==> src/verilog/hqm_proc_consts.svh <==
// Sizing for the status block; unit order is fixed and DONE_DELAY must be at least 2
`ifndef HQM_PROC_CONSTS_SVH
`define HQM_PROC_CONSTS_SVH

// ------------------------------
// Unit count
// ------------------------------
// One status bit per reporting unit
// Index map, low to high
//   0 CHP, 1 ROP, 2 LSP, 3 NALB, 4 AP
//   5 DP, 6 QED, 7 DQED, 8 AQED, 9 SYS
`define HQM_PROC_NUM_UNITS 10

// ------------------------------
// Reset done timing
// ------------------------------
// Register stages from all-units-done to the reset-done output
// Output lands this many cycles after the last sticky bit sets
`define HQM_PROC_DONE_DELAY 4

`endif

==> src/verilog/hqm_proc_pkg.sv <==
// Status types for the processing-partition master; bit order follows the unit index map
package hqm_proc_pkg;

  `include "hqm_proc_consts.svh"

  // ------------------------------
  // Per-unit vector
  // ------------------------------
  // Bit n belongs to unit n, CHP at bit 0 and SYS at the top
  typedef logic [`HQM_PROC_NUM_UNITS-1:0] unit_vec_t;

  // ------------------------------
  // Raw status from the units
  // ------------------------------
  // Four level vectors, sampled on the inp gated clock
  // reset_done and lcb_enable are completion-style, low while in FLR
  // unit_idle and unit_pipeidle are idle-style, high while in FLR
  typedef struct packed {
    unit_vec_t reset_done;
    unit_vec_t unit_idle;
    unit_vec_t lcb_enable;
    unit_vec_t unit_pipeidle;
  } unit_status_t;

  // ------------------------------
  // Status words reported upward
  // ------------------------------
  // Idle word, pipe-idle in the upper half
  typedef struct packed {
    unit_vec_t pipeidle;
    unit_vec_t idle;
  } idle_status_t;

  // Reset word
  // Active flag sits above the sticky done bits
  typedef struct packed {
    logic      pf_reset_active;
    unit_vec_t done;
  } reset_status_t;

  // LCB word, one enable per unit
  typedef struct packed {
    unit_vec_t enable;
  } lcb_status_t;

endpackage

==> src/verilog/hqm_proc_status_prot.sv <==
// Purely combinational input clamp; i_hqm_flr_prep must already be on the inp gated clock
`timescale 1ns/1ps

module hqm_proc_status_prot (
    input  logic                        i_hqm_flr_prep
  , input  hqm_proc_pkg::unit_status_t  i_unit_status
  , output hqm_proc_pkg::unit_status_t  o_prot_status
);

  import hqm_proc_pkg::*;

  // ------------------------------
  // FLR mask
  // ------------------------------
  // Prep level fanned out to one bit per unit
  unit_vec_t flr_mask;

  assign flr_mask = {$bits(unit_vec_t){i_hqm_flr_prep}};

  // ------------------------------
  // Idle-style fields
  // ------------------------------
  // Forced high so a unit in FLR never looks busy
  assign o_prot_status.unit_idle     = i_unit_status.unit_idle | flr_mask;
  assign o_prot_status.unit_pipeidle = i_unit_status.unit_pipeidle | flr_mask;

  // ------------------------------
  // Completion-style fields
  // ------------------------------
  // Forced low so a unit in FLR never claims reset done
  // A done level held through prep shows up as a fresh edge once prep drops
  assign o_prot_status.reset_done    = i_unit_status.reset_done & ~flr_mask;

  // LCB enable reads off while the unit is being reset
  assign o_prot_status.lcb_enable    = i_unit_status.lcb_enable & ~flr_mask;

endmodule

==> src/verilog/hqm_proc_reset_agg.sv <==
// Reset-done collector; sticky bits clear only on reset and inputs must be protected levels
`timescale 1ns/1ps

`include "hqm_proc_consts.svh"

module hqm_proc_reset_agg (
    input  logic                         hqm_inp_gated_clk
  , input  logic                         hqm_cdc_hqm_gated_rst_b_sync
  , input  hqm_proc_pkg::unit_vec_t      i_reset_done
  , output hqm_proc_pkg::unit_vec_t      o_done_sticky
  , output hqm_proc_pkg::reset_status_t  o_reset_status
  , output logic                         o_reset_done
);

  import hqm_proc_pkg::*;

  // Previous done levels, zero out of reset
  unit_vec_t done_prev_f;
  // Rising edges this cycle
  unit_vec_t done_rise;
  // Held done bits
  unit_vec_t done_sticky_f;
  unit_vec_t done_sticky_nxt;

  logic      all_done;
  logic      pf_rst_active_f;

  // Done delay chain, stage 0 first
  logic [`HQM_PROC_DONE_DELAY-1:0] done_pipe_f;

  // ------------------------------
  // Edge detect and sticky hold
  // ------------------------------
  // Level high now but low last cycle
  // A level already high at reset release counts as an edge
  assign done_rise       = i_reset_done & ~done_prev_f;
  assign done_sticky_nxt = done_sticky_f | done_rise;

  // Every unit has reported
  assign all_done        = &done_sticky_f;

  always_ff @(posedge hqm_inp_gated_clk or negedge hqm_cdc_hqm_gated_rst_b_sync) begin
    if (!hqm_cdc_hqm_gated_rst_b_sync) begin
      done_prev_f     <= '0;
      done_sticky_f   <= '0;
    end else begin
      done_prev_f     <= i_reset_done;
      done_sticky_f   <= done_sticky_nxt;
    end
  end

  // ------------------------------
  // PF reset active
  // ------------------------------
  // Set out of reset, drops one cycle after the last sticky bit
  always_ff @(posedge hqm_inp_gated_clk or negedge hqm_cdc_hqm_gated_rst_b_sync) begin
    if (!hqm_cdc_hqm_gated_rst_b_sync) begin
      pf_rst_active_f <= 1'b1;
    end else begin
      pf_rst_active_f <= ~all_done;
    end
  end

  // ------------------------------
  // Reset done delay
  // ------------------------------
  // All-done shifts up the chain, last stage is the output
  always_ff @(posedge hqm_inp_gated_clk or negedge hqm_cdc_hqm_gated_rst_b_sync) begin
    if (!hqm_cdc_hqm_gated_rst_b_sync) begin
      done_pipe_f <= '0;
    end else begin
      done_pipe_f <= {done_pipe_f[`HQM_PROC_DONE_DELAY-2:0], all_done};
    end
  end

  assign o_reset_done                   = done_pipe_f[`HQM_PROC_DONE_DELAY-1];

  // Status word and sticky view for the idle side
  assign o_reset_status.pf_reset_active = pf_rst_active_f;
  assign o_reset_status.done            = done_sticky_f;
  assign o_done_sticky                  = done_sticky_f;

endmodule

==> src/verilog/hqm_proc_idle_agg.sv <==
// Idle and LCB status registers; all words lag their protected inputs by one cycle
`timescale 1ns/1ps

module hqm_proc_idle_agg (
    input  logic                        hqm_inp_gated_clk
  , input  logic                        hqm_cdc_hqm_gated_rst_b_sync
  , input  hqm_proc_pkg::unit_vec_t     i_unit_idle
  , input  hqm_proc_pkg::unit_vec_t     i_unit_pipeidle
  , input  hqm_proc_pkg::unit_vec_t     i_lcb_enable
  , input  hqm_proc_pkg::unit_vec_t     i_done_sticky
  , output hqm_proc_pkg::idle_status_t  o_idle_status
  , output hqm_proc_pkg::lcb_status_t   o_lcb_status
  , output logic                        o_pipeidle
  , output logic                        o_unit_idle
);

  import hqm_proc_pkg::*;

  idle_status_t idle_status_f;
  idle_status_t idle_status_nxt;
  lcb_status_t  lcb_status_f;
  lcb_status_t  lcb_status_nxt;

  logic         unit_idle_f;
  logic         unit_idle_nxt;

  // ------------------------------
  // Next status words
  // ------------------------------
  assign idle_status_nxt.pipeidle = i_unit_pipeidle;
  assign idle_status_nxt.idle     = i_unit_idle;
  assign lcb_status_nxt.enable    = i_lcb_enable;

  // Partition idle only once every unit is idle
  // and every unit has finished its reset
  assign unit_idle_nxt = (&i_unit_idle) & (&i_done_sticky);

  // ------------------------------
  // Status registers
  // ------------------------------
  // Idle reads all ones out of reset, LCB reads off
  always_ff @(posedge hqm_inp_gated_clk or negedge hqm_cdc_hqm_gated_rst_b_sync) begin
    if (!hqm_cdc_hqm_gated_rst_b_sync) begin
      idle_status_f <= '1;
      lcb_status_f  <= '0;
      unit_idle_f   <= 1'b0;
    end else begin
      idle_status_f <= idle_status_nxt;
      lcb_status_f  <= lcb_status_nxt;
      unit_idle_f   <= unit_idle_nxt;
    end
  end

  // ------------------------------
  // Outputs
  // ------------------------------
  assign o_idle_status = idle_status_f;
  assign o_lcb_status  = lcb_status_f;

  // Observation bit, AND of the held pipe-idle vector
  assign o_pipeidle    = &idle_status_f.pipeidle;

  assign o_unit_idle   = unit_idle_f;

endmodule

==> src/verilog/hqm_proc_master.sv <==
// Status side of the partition master; one clock, reset taken as already synchronized
`timescale 1ns/1ps

module hqm_proc_master (
    input  logic                         hqm_inp_gated_clk
  , input  logic                         hqm_cdc_hqm_gated_rst_b_sync

  // Raw unit status
  , input  logic                         i_hqm_flr_prep
  , input  hqm_proc_pkg::unit_status_t   i_unit_status

  // Aggregate levels
  , output logic                         o_reset_done
  , output logic                         o_unit_idle

  // Status words
  , output hqm_proc_pkg::reset_status_t  o_reset_status
  , output hqm_proc_pkg::idle_status_t   o_idle_status
  , output hqm_proc_pkg::lcb_status_t    o_lcb_status

  // Observation
  , output logic                         o_pipeidle
);

  import hqm_proc_pkg::*;

  // Status after the FLR clamp
  unit_status_t prot_status;
  // Held done bits feeding the idle aggregate
  unit_vec_t    done_sticky;

  // ------------------------------
  // Interface protection
  // ------------------------------
  hqm_proc_status_prot i_status_prot (
      .i_hqm_flr_prep  (i_hqm_flr_prep)
    , .i_unit_status   (i_unit_status)
    , .o_prot_status   (prot_status)
  );

  // ------------------------------
  // Reset done aggregation
  // ------------------------------
  hqm_proc_reset_agg i_reset_agg (
      .hqm_inp_gated_clk             (hqm_inp_gated_clk)
    , .hqm_cdc_hqm_gated_rst_b_sync  (hqm_cdc_hqm_gated_rst_b_sync)
    , .i_reset_done                  (prot_status.reset_done)
    , .o_done_sticky                 (done_sticky)
    , .o_reset_status                (o_reset_status)
    , .o_reset_done                  (o_reset_done)
  );

  // ------------------------------
  // Idle aggregation
  // ------------------------------
  // Needs the sticky done bits so idle waits for reset
  hqm_proc_idle_agg i_idle_agg (
      .hqm_inp_gated_clk             (hqm_inp_gated_clk)
    , .hqm_cdc_hqm_gated_rst_b_sync  (hqm_cdc_hqm_gated_rst_b_sync)
    , .i_unit_idle                   (prot_status.unit_idle)
    , .i_unit_pipeidle               (prot_status.unit_pipeidle)
    , .i_lcb_enable                  (prot_status.lcb_enable)
    , .i_done_sticky                 (done_sticky)
    , .o_idle_status                 (o_idle_status)
    , .o_lcb_status                  (o_lcb_status)
    , .o_pipeidle                    (o_pipeidle)
    , .o_unit_idle                   (o_unit_idle)
  );

endmodule

==> config.mk <==
export PLATFORM = sky130hd
export DESIGN_NAME = hqm_proc_master
export DESIGN_NICKNAME = d
export VERILOG_FILES = /design/src/verilog/hqm_proc_pkg.sv /design/src/verilog/hqm_proc_status_prot.sv /design/src/verilog/hqm_proc_reset_agg.sv /design/src/verilog/hqm_proc_idle_agg.sv /design/src/verilog/hqm_proc_master.sv
export VERILOG_INCLUDE_DIRS = /design/src /design/src/verilog
export SDC_FILE = /design/constraint.sdc
export NUM_CORES = 1
export LEC_CHECK = 0
export BUFFER_PORTS_ARGS = -buffer_cell sky130_fd_sc_hd__buf_4
export CAP_MARGIN = 25
export CORE_ASPECT_RATIO = 1.75
export CORE_UTILIZATION = 35
export DETAILED_ROUTE_END_ITERATION = 12
export HOLD_SLACK_MARGIN = 0.06
export SYNTH_ARGS = -nofsm -noshare
export SYNTH_HDL_FRONTEND = slang
export SYNTH_HIERARCHICAL = 1
export SYNTH_SLANG_ARGS = --single-unit
==> constraint.sdc <==
create_clock -name hqm_inp_gated_clk -period 1.45 [get_ports hqm_inp_gated_clk]
set_input_delay 0.145 -clock hqm_inp_gated_clk [delete_from_list [all_inputs] [get_ports hqm_inp_gated_clk]]
set_output_delay 0.145 -clock hqm_inp_gated_clk [all_outputs]
set_load 0.1 [all_outputs]
==> results of run 1 <==
## layer usage
| layer | routed length (um) | vias to the layer above |
|---|---|---|
| li1 | - | 682 |
| met1 | 1610 | 689 |
| met2 | 2270 | 51 |
| met3 | 158 | 8 |
| met4 | 125 | 0 |
| met5 | 0 | - |
## cell usage after synthesis, drive strengths merged
| cell type | count |
|---|---|
| dfrtp | 35 |
| dfstp | 21 |
| nor2b | 20 |
| or2 | 20 |
| buf | 13 |
| a21o | 10 |
| inv | 10 |
| nand4 | 8 |
| nand2 | 4 |
| clkbuf | 2 |
| nor3 | 2 |
| nor4 | 1 |
| or3 | 1 |
| or4 | 1 |
## repair_timing
item,4_1_cts,5_1_grt
hold buffers,30,0
buffers inserted,0,0
gates resized for setup,3,0
pin swaps,1,1
setup endpoints to repair,1,1
hold endpoints to repair,64,0
## logic make-up after synthesis
family          count (synthesis)
simple gates                   57
flops                          56
buf+inv                        25
compound gates                 10
## final cells by class
cell class / instances / share of cell area
Tap cell: 76 / 0.0307
Timing Repair Buffer: 118 / 0.314
Inverter: 10 / 0.0121
Sequential cell: 56 / 0.473
Clock buffer: 6 / 0.0234
Clock inverter: 2 / 0.00525
Multi-Input combinational cell: 67 / 0.141
## path summary, 6_finish.rpt
kind                                                               end  slack, ps  depth (start not counted)
worst max-delay path                                        o_pipeidle       -200                          3
worst min-delay path              i_idle_agg/o_lcb_status[7]$_DFF_PN0_        100                          2
worst max register to register        i_idle_agg/o_unit_idle$_DFF_PN0_        280                          3
worst min register to register    i_reset_agg/done_pipe_f[2]$_DFF_PN0_        360                          0
max in group asynchronous         i_reset_agg/done_pipe_f[2]$_DFF_PN0_        570                          2
min in group asynchronous       i_reset_agg/o_done_sticky[7]$_DFF_PN0_        430                          2
## power breakdown
group,switching (mW),total (mW),internal (mW)
clock,0.471,0.815,0.344
sequential,0.0187,1.67,1.65
combinational,0.467,0.691,0.224
total,0.957,3.17,2.22
## sequential cells by signal, indices dropped and copies added, names as in the netlist
register	flops
i_reset_agg/done_pipe_f	4
i_reset_agg/o_done_sticky	10
i_reset_agg/done_prev_f	10
i_idle_agg/o_lcb_status	10
i_idle_agg/o_unit_idle	1
i_reset_agg/pf_rst_active_f	1
i_idle_agg/o_idle_status	20
## worst max-delay path: stages, from the launching register on
cell and delay, ps:
dfstp_4 620, nand4_1 140, nor3_4 250, buf_12 200
## per-stage QoR
stage / TNS (ps) / setup WS [ps] / hold WS [ps] / instances
finish: -198 / -198 / 96.1 / 335
global route: -271 / -271 / 81.3 / 335
CTS: -210 / -210 / 83.9 / 335
detailed placement: 0 / 69.3 / 232 / 297
global placement: 0 / 70.6 / 229 / 297
floorplan: -492 / -492 / -151 / 148
==> summary.txt, run 1 <==
Detailed routing
  – ANT nets after route: 0
  – Routed vias: around 1400
  – Initial DRC Count: 21
  – WL per Instance: roughly 12 um
  – Router iterations before antenna repair: 2
  – Post-Route WL: about 4200 um
  – Drt drc: 0
  – Vias per inst: 4.27

STA
  – Max frequency: 607 MHz
  – Max_slew headroom: 0.544
  – Endpoints failing setup: 1
  – Final worst setup slack: -198 ps
  – Fin crit share: 1.14
  – Hold Fails Final Rpt: 0
  – Fin crit period: around 1600 ps
  – Fin Clk Skew: 5.90 ps
  – Worst slew pin tran: 684 ps
  – RSZ-0062 raised after global routing: yes
  – Slew Viols, Final: 0

Power
  – Design Power: 3.17 mW
  – Leakage: 1.41 nW
  – Peak VDD IR: between 0.6 and 0.7 mV
  – Ratio of total power to cell area: 1020 mW/mm^2

Floorplanning
  – DIE AREA: 0.00602 sq mm
  – IO Pins: 87
  – Die X: approximately 59 um
  – Row cnt: 36
  – Initial Util: 0.360
  – Core ar.: 0.00554 sq mm
  – Die H: 102 um

GRT
  – Most Used Layer, Global Route: met2
  – Routing usage on met1: 0.167
  – Initial antenna violation count: 0
  – GRT Total Usage: 0.152
  – Vias in the first global route: 1452
  – First-pass GRT wire length: 6620 um
  – Gr ovfl total: 0
  – Global Route met3 Usage: 0.0316
  – Largest net degree at the start of global routing: 57
  – M2 GR Usage: 0.262

Placement
  – Placement Cell Area: 0.00270 sq mm
  – RD Place Congestion: 0.728
  – IO buf count: 86
  – Post-DP HPWL: 2790 um

Yosys
  – Syn_area_per_cell: 13.5 sq um
  – Compound-Gate Fraction of Synth Area: 0.0383
  – Post-synthesis mux area share: 0
  – Post-synthesis sequential element count: 56
  – Mapped cell area: 0.00199 sq mm
  – Post-synthesis adder-cell area fraction: 0
  – Cells after synthesis: about 150
  – Yosys top cell area share: 0.439
  – Combinational family with the most area after synthesis: simple AND/OR/NAND/NOR gates
  – Library cells used by synthesis: 17
  – Dominant cell type by area after synthesis: dfrtp_1
  – Top cells by area, synth: dfrtp_1 (44%), dfstp_2 (28%), nor2b_1 (6.3%), or2_1 (6.3%), buf_4 (4.1%)
  – Simple-gate share of the synthesized area: 0.176
  – Post-Synth XOR/XNOR Area: 0
  – Sequential share of the synthesized area: 0.716
  – Post-Syn Nets: about 190
  – Synth warn: 6

Cells and area
  – Filler cells: 498
  – Post-route cell area: slightly above 0.003 sq mm
  – Share of cells above drive strength 1: 0.459
  – Final net count: roughly 300
  – Area taken by flip-flops and latches: 0.00147 sq mm
  – End-of-flow core utilization: 0.559
  – Leading cell types in the layout, fill and taps excluded: buf_4 (87), dfrtp_1 (35), dlygate4sd3_1 (30), nor2b_1 (20), or2_1 (20)
  – Antenna diode count: 0
  – Most common cell after layout, fill and taps aside: buf_4
  – Syn-to-layout area delta: 55.3%
  – Area of the multi-input gates: roughly 440 sq um

Run
  – # Max-Cap Violations: 0

Clock tree
  – Htree depth: 2
  – Root buffer cell: clkbuf_8
  – CTS tree: built
  – CTS Buf Count: 5
  – Worst-path clk slew: 100 ps
  – Worst skew pair latency: 300 ps
  – Maximum clock insertion buffer count: 2
  – Clk sinks: 56

Worst setup path
  – Worst path required time: approximately 1300 ps
  – Worst setup path start: i_idle_agg/o_idle_status[12]$_DFF_PN1_
  – Startpoint Class: register
  – CP max FO: 2
  – Worst setup EP type: output port
  – Crit path arrival time: roughly 1500 ps
  – Worst Path Class, Setup: register to output port
  – Reg-to-Reg Start: i_reset_agg/o_done_sticky[9]$_DFF_PN0_

Min path
  – HP Start: i_unit_status[17]
  – Worst Hold Class: primary input to register

Status
  – Failing checks: negative setup slack
  – Outcome: finished, violations left
Note: power is estimated with default switching activity, not from simulation.
==> inputs of run 2 (changes only) <==
--- a/config.mk
+++ b/config.mk
@@ -12,6 +12,7 @@
 export CORE_UTILIZATION = 35
 export DETAILED_ROUTE_END_ITERATION = 12
 export HOLD_SLACK_MARGIN = 0.06
+export PLACE_DENSITY = 0.59
 export SYNTH_ARGS = -nofsm -noshare
 export SYNTH_HDL_FRONTEND = slang
 export SYNTH_HIERARCHICAL = 1
==> run 2 against run 1 <==
  * The run still ends with negative setup slack left
  * Clock skew increased by 1.2 ps
  * Clock power increased by 7.1%
  * Core utilization increased by 0.50 points
  * Critical path depth unchanged
  * Total power increased by 2.1%
  * Count of clock-buffer cells in the layout decreased by 1
  * Maximum frequency decreased by 1.3%
  * Die area unchanged
  * Final cell count increased by 0.90%
  * Setup slack got worse by 21 ps
  * Design area increased by 0.89%
==> summary.txt, run 2 (synthesis results as in run 1) <==
Worst setup path
  – Worst stage delay on the critical path: 630 ps
  – CP max FO: 2
  – Startpoint Class: register
  – Worst Path Class, Setup: register to output port
  – Worst setup EP type: output port
  – Critical Path Slowest Stage Cell: dfstp_4
  – Crit path arrival time: 1520 ps
  – Worst path required time: 1310 ps
  – Critical path, cell by cell: nand4_1, nor3_4, buf_12

GRT
  – GRT Total Usage: 0.150
  – Largest net degree at the start of global routing: 30
  – Initial antenna violation count: 0
  – First-pass GRT wire length: 6530 um
  – Vias in the first global route: 1439
  – Gr ovfl total: 0

Floorplanning
  – IO Pins: 87
  – Die H: between 100 and 150 um
  – Core ar.: 0.00554 sq mm
  – Row cnt: 36
  – Die X: 59.1 um
  – DIE AREA: 0.00602 sq mm
  – Initial Util: 0.360

Clock tree
  – Clk sinks: 56
  – CTS tree: built
  – Maximum clock insertion buffer count: 2
  – Root buffer cell: clkbuf_8
  – Worst skew pair latency: 310 ps
  – Post-CTS Setup Inserts: 0
  – CTS Buf Count: 5
  – Htree depth: 2
  – Worst-path clk slew: ~110 ps

Detailed routing
  – Met3 Wirelength: 188 um
  – Max layer used: met4
  – Initial DRC Count: 13
  – Routed vias: 1431
  – ANT nets after route: 0
  – Wl on met1: 1710 um
  – Router iterations before antenna repair: 4
  – WL per Instance: about 13 um
  – Drt drc: 0
  – Post-Route WL: 4310 um
  – Vias per inst: ~4.2
  – Met2 WL: approximately 2300 um

Power
  – Design Power: between 3 and 4 mW
  – Peak VDD IR: 0.713 mV
  – Ratio of total power to cell area: 1040 mW/mm^2
  – Leakage: 1.43 nW

Cells and area
  – Final net count: 304
  – Most common cell after layout, fill and taps aside: buf_4
  – Max reg flops: 20
  – Share of cells above drive strength 1: 0.469
  – Layout Cells excl Fill: 338
  – Leading cell types in the layout, fill and taps excluded: buf_4 (90), dfrtp_1 (35), dlygate4sd3_1 (30), nor2b_1 (20), or2_1 (20)
  – Filler cells: 493
  – Syn-to-layout area delta: 56.7%
  – Antenna diode count: 0
  – End-of-flow core utilization: 0.564

STA
  – Endpoints failing setup: 1
  – Setup TNS: -219 ps
  – Slew Viols, Final: 0
  – Max frequency: 599 MHz
  – Hold Fails Final Rpt: 0
  – Fin Clk Skew: 7.10 ps
  – WHS: between 90 and 100 ps
  – RSZ-0062 raised after global routing: yes
  – Fin crit share: 1.15
  – Fin crit period: ~1700 ps
  – Max_slew headroom: 0.764
  – Worst slew pin tran: 354 ps
  – Final worst setup slack: -219 ps

Min path
  – Worst Hold Class: primary input to register

Placement
  – Post-DP HPWL: 2930 um
  – RD Place Congestion: approximately 0.73
  – Placed cell count: 300
  – IO buf count: 86

Status
  – Failing checks: negative setup slack
  – Outcome: finished, violations left

Run
  – # Max-Cap Violations: 0
[run 2: metal layers]
layer  track usage  vias up
met2         0.267       47
met5             0        -
met3        0.0291        6
met4        0.0714        0
met1         0.167      693
li1              -      685
[run 2: area by class of cell]
type	count	area (sq um)	area share
Sequential cell	56	1470	0.469
Timing Repair Buffer	121	996	0.319
Multi-Input combinational cell	67	438	0.140
Tap cell	76	95.1	0.0304
Clock buffer	5	68.8	0.0220
Inverter	10	37.5	0.0120
Clock inverter	3	25.0	0.00801
[run 2: what timing repair did]
action	in CTS	in global routing
gates resized for setup	3	0
endpoints found under the hold margin	55	0
hold buffers	30	0
pin swaps	2	0
endpoints found under the setup margin	1	1
gates cloned	0	0
[run 2: worst max-delay path, delay by kind of cell (launching register included)]
family	cells	cell delay, ps
flip-flops	1	630
buffers and inverters	1	200
AND/OR/NAND/NOR	2	390
[run 2: path summary, 6_finish.rpt]
check / from / to / slack [ps] / cells past startpoint
setup / recovery: i_idle_agg/o_idle_status[12]$_DFF_PN1_ / o_pipeidle / -220 / 3
hold / removal: i_unit_status[32] / i_reset_agg/done_prev_f[2]$_DFF_PN0_ / 90 / 2
setup reg to reg: i_reset_agg/o_done_sticky[5]$_DFF_PN0_ / i_idle_agg/o_unit_idle$_DFF_PN0_ / 250 / 3
hold reg to reg: i_reset_agg/done_pipe_f[2]$_DFF_PN0_ / i_reset_agg/done_pipe_f[3]$_DFF_PN0_ / 360 / 0
max in group asynchronous: hqm_cdc_hqm_gated_rst_b_sync / i_idle_agg/o_idle_status[0]$_DFF_PN1_ / 650 / 3
min in group asynchronous: hqm_cdc_hqm_gated_rst_b_sync / i_reset_agg/done_pipe_f[1]$_DFF_PN0_ / 280 / 2
[run 2: metrics by stage]
| step | instance area, sq um | setup slack (ps) |
|---|---|---|
| 2_1_floorplan | 2040 | -492 |
| 3_3_place_gp | 2720 | 36.1 |
| 3_5_place_dp | 2720 | 24.9 |
| 4_1_cts | 3130 | -223 |
| 5_1_grt | 3130 | -275 |
| 6_report | 3130 | -219 |
[run 2: power breakdown]
part / internal (mW) / total (mW) / switching (mW)
Clock: 0.353 / 0.873 / 0.520
Sequential: 1.65 / 1.67 / 0.0197
Combinational: 0.229 / 0.698 / 0.469
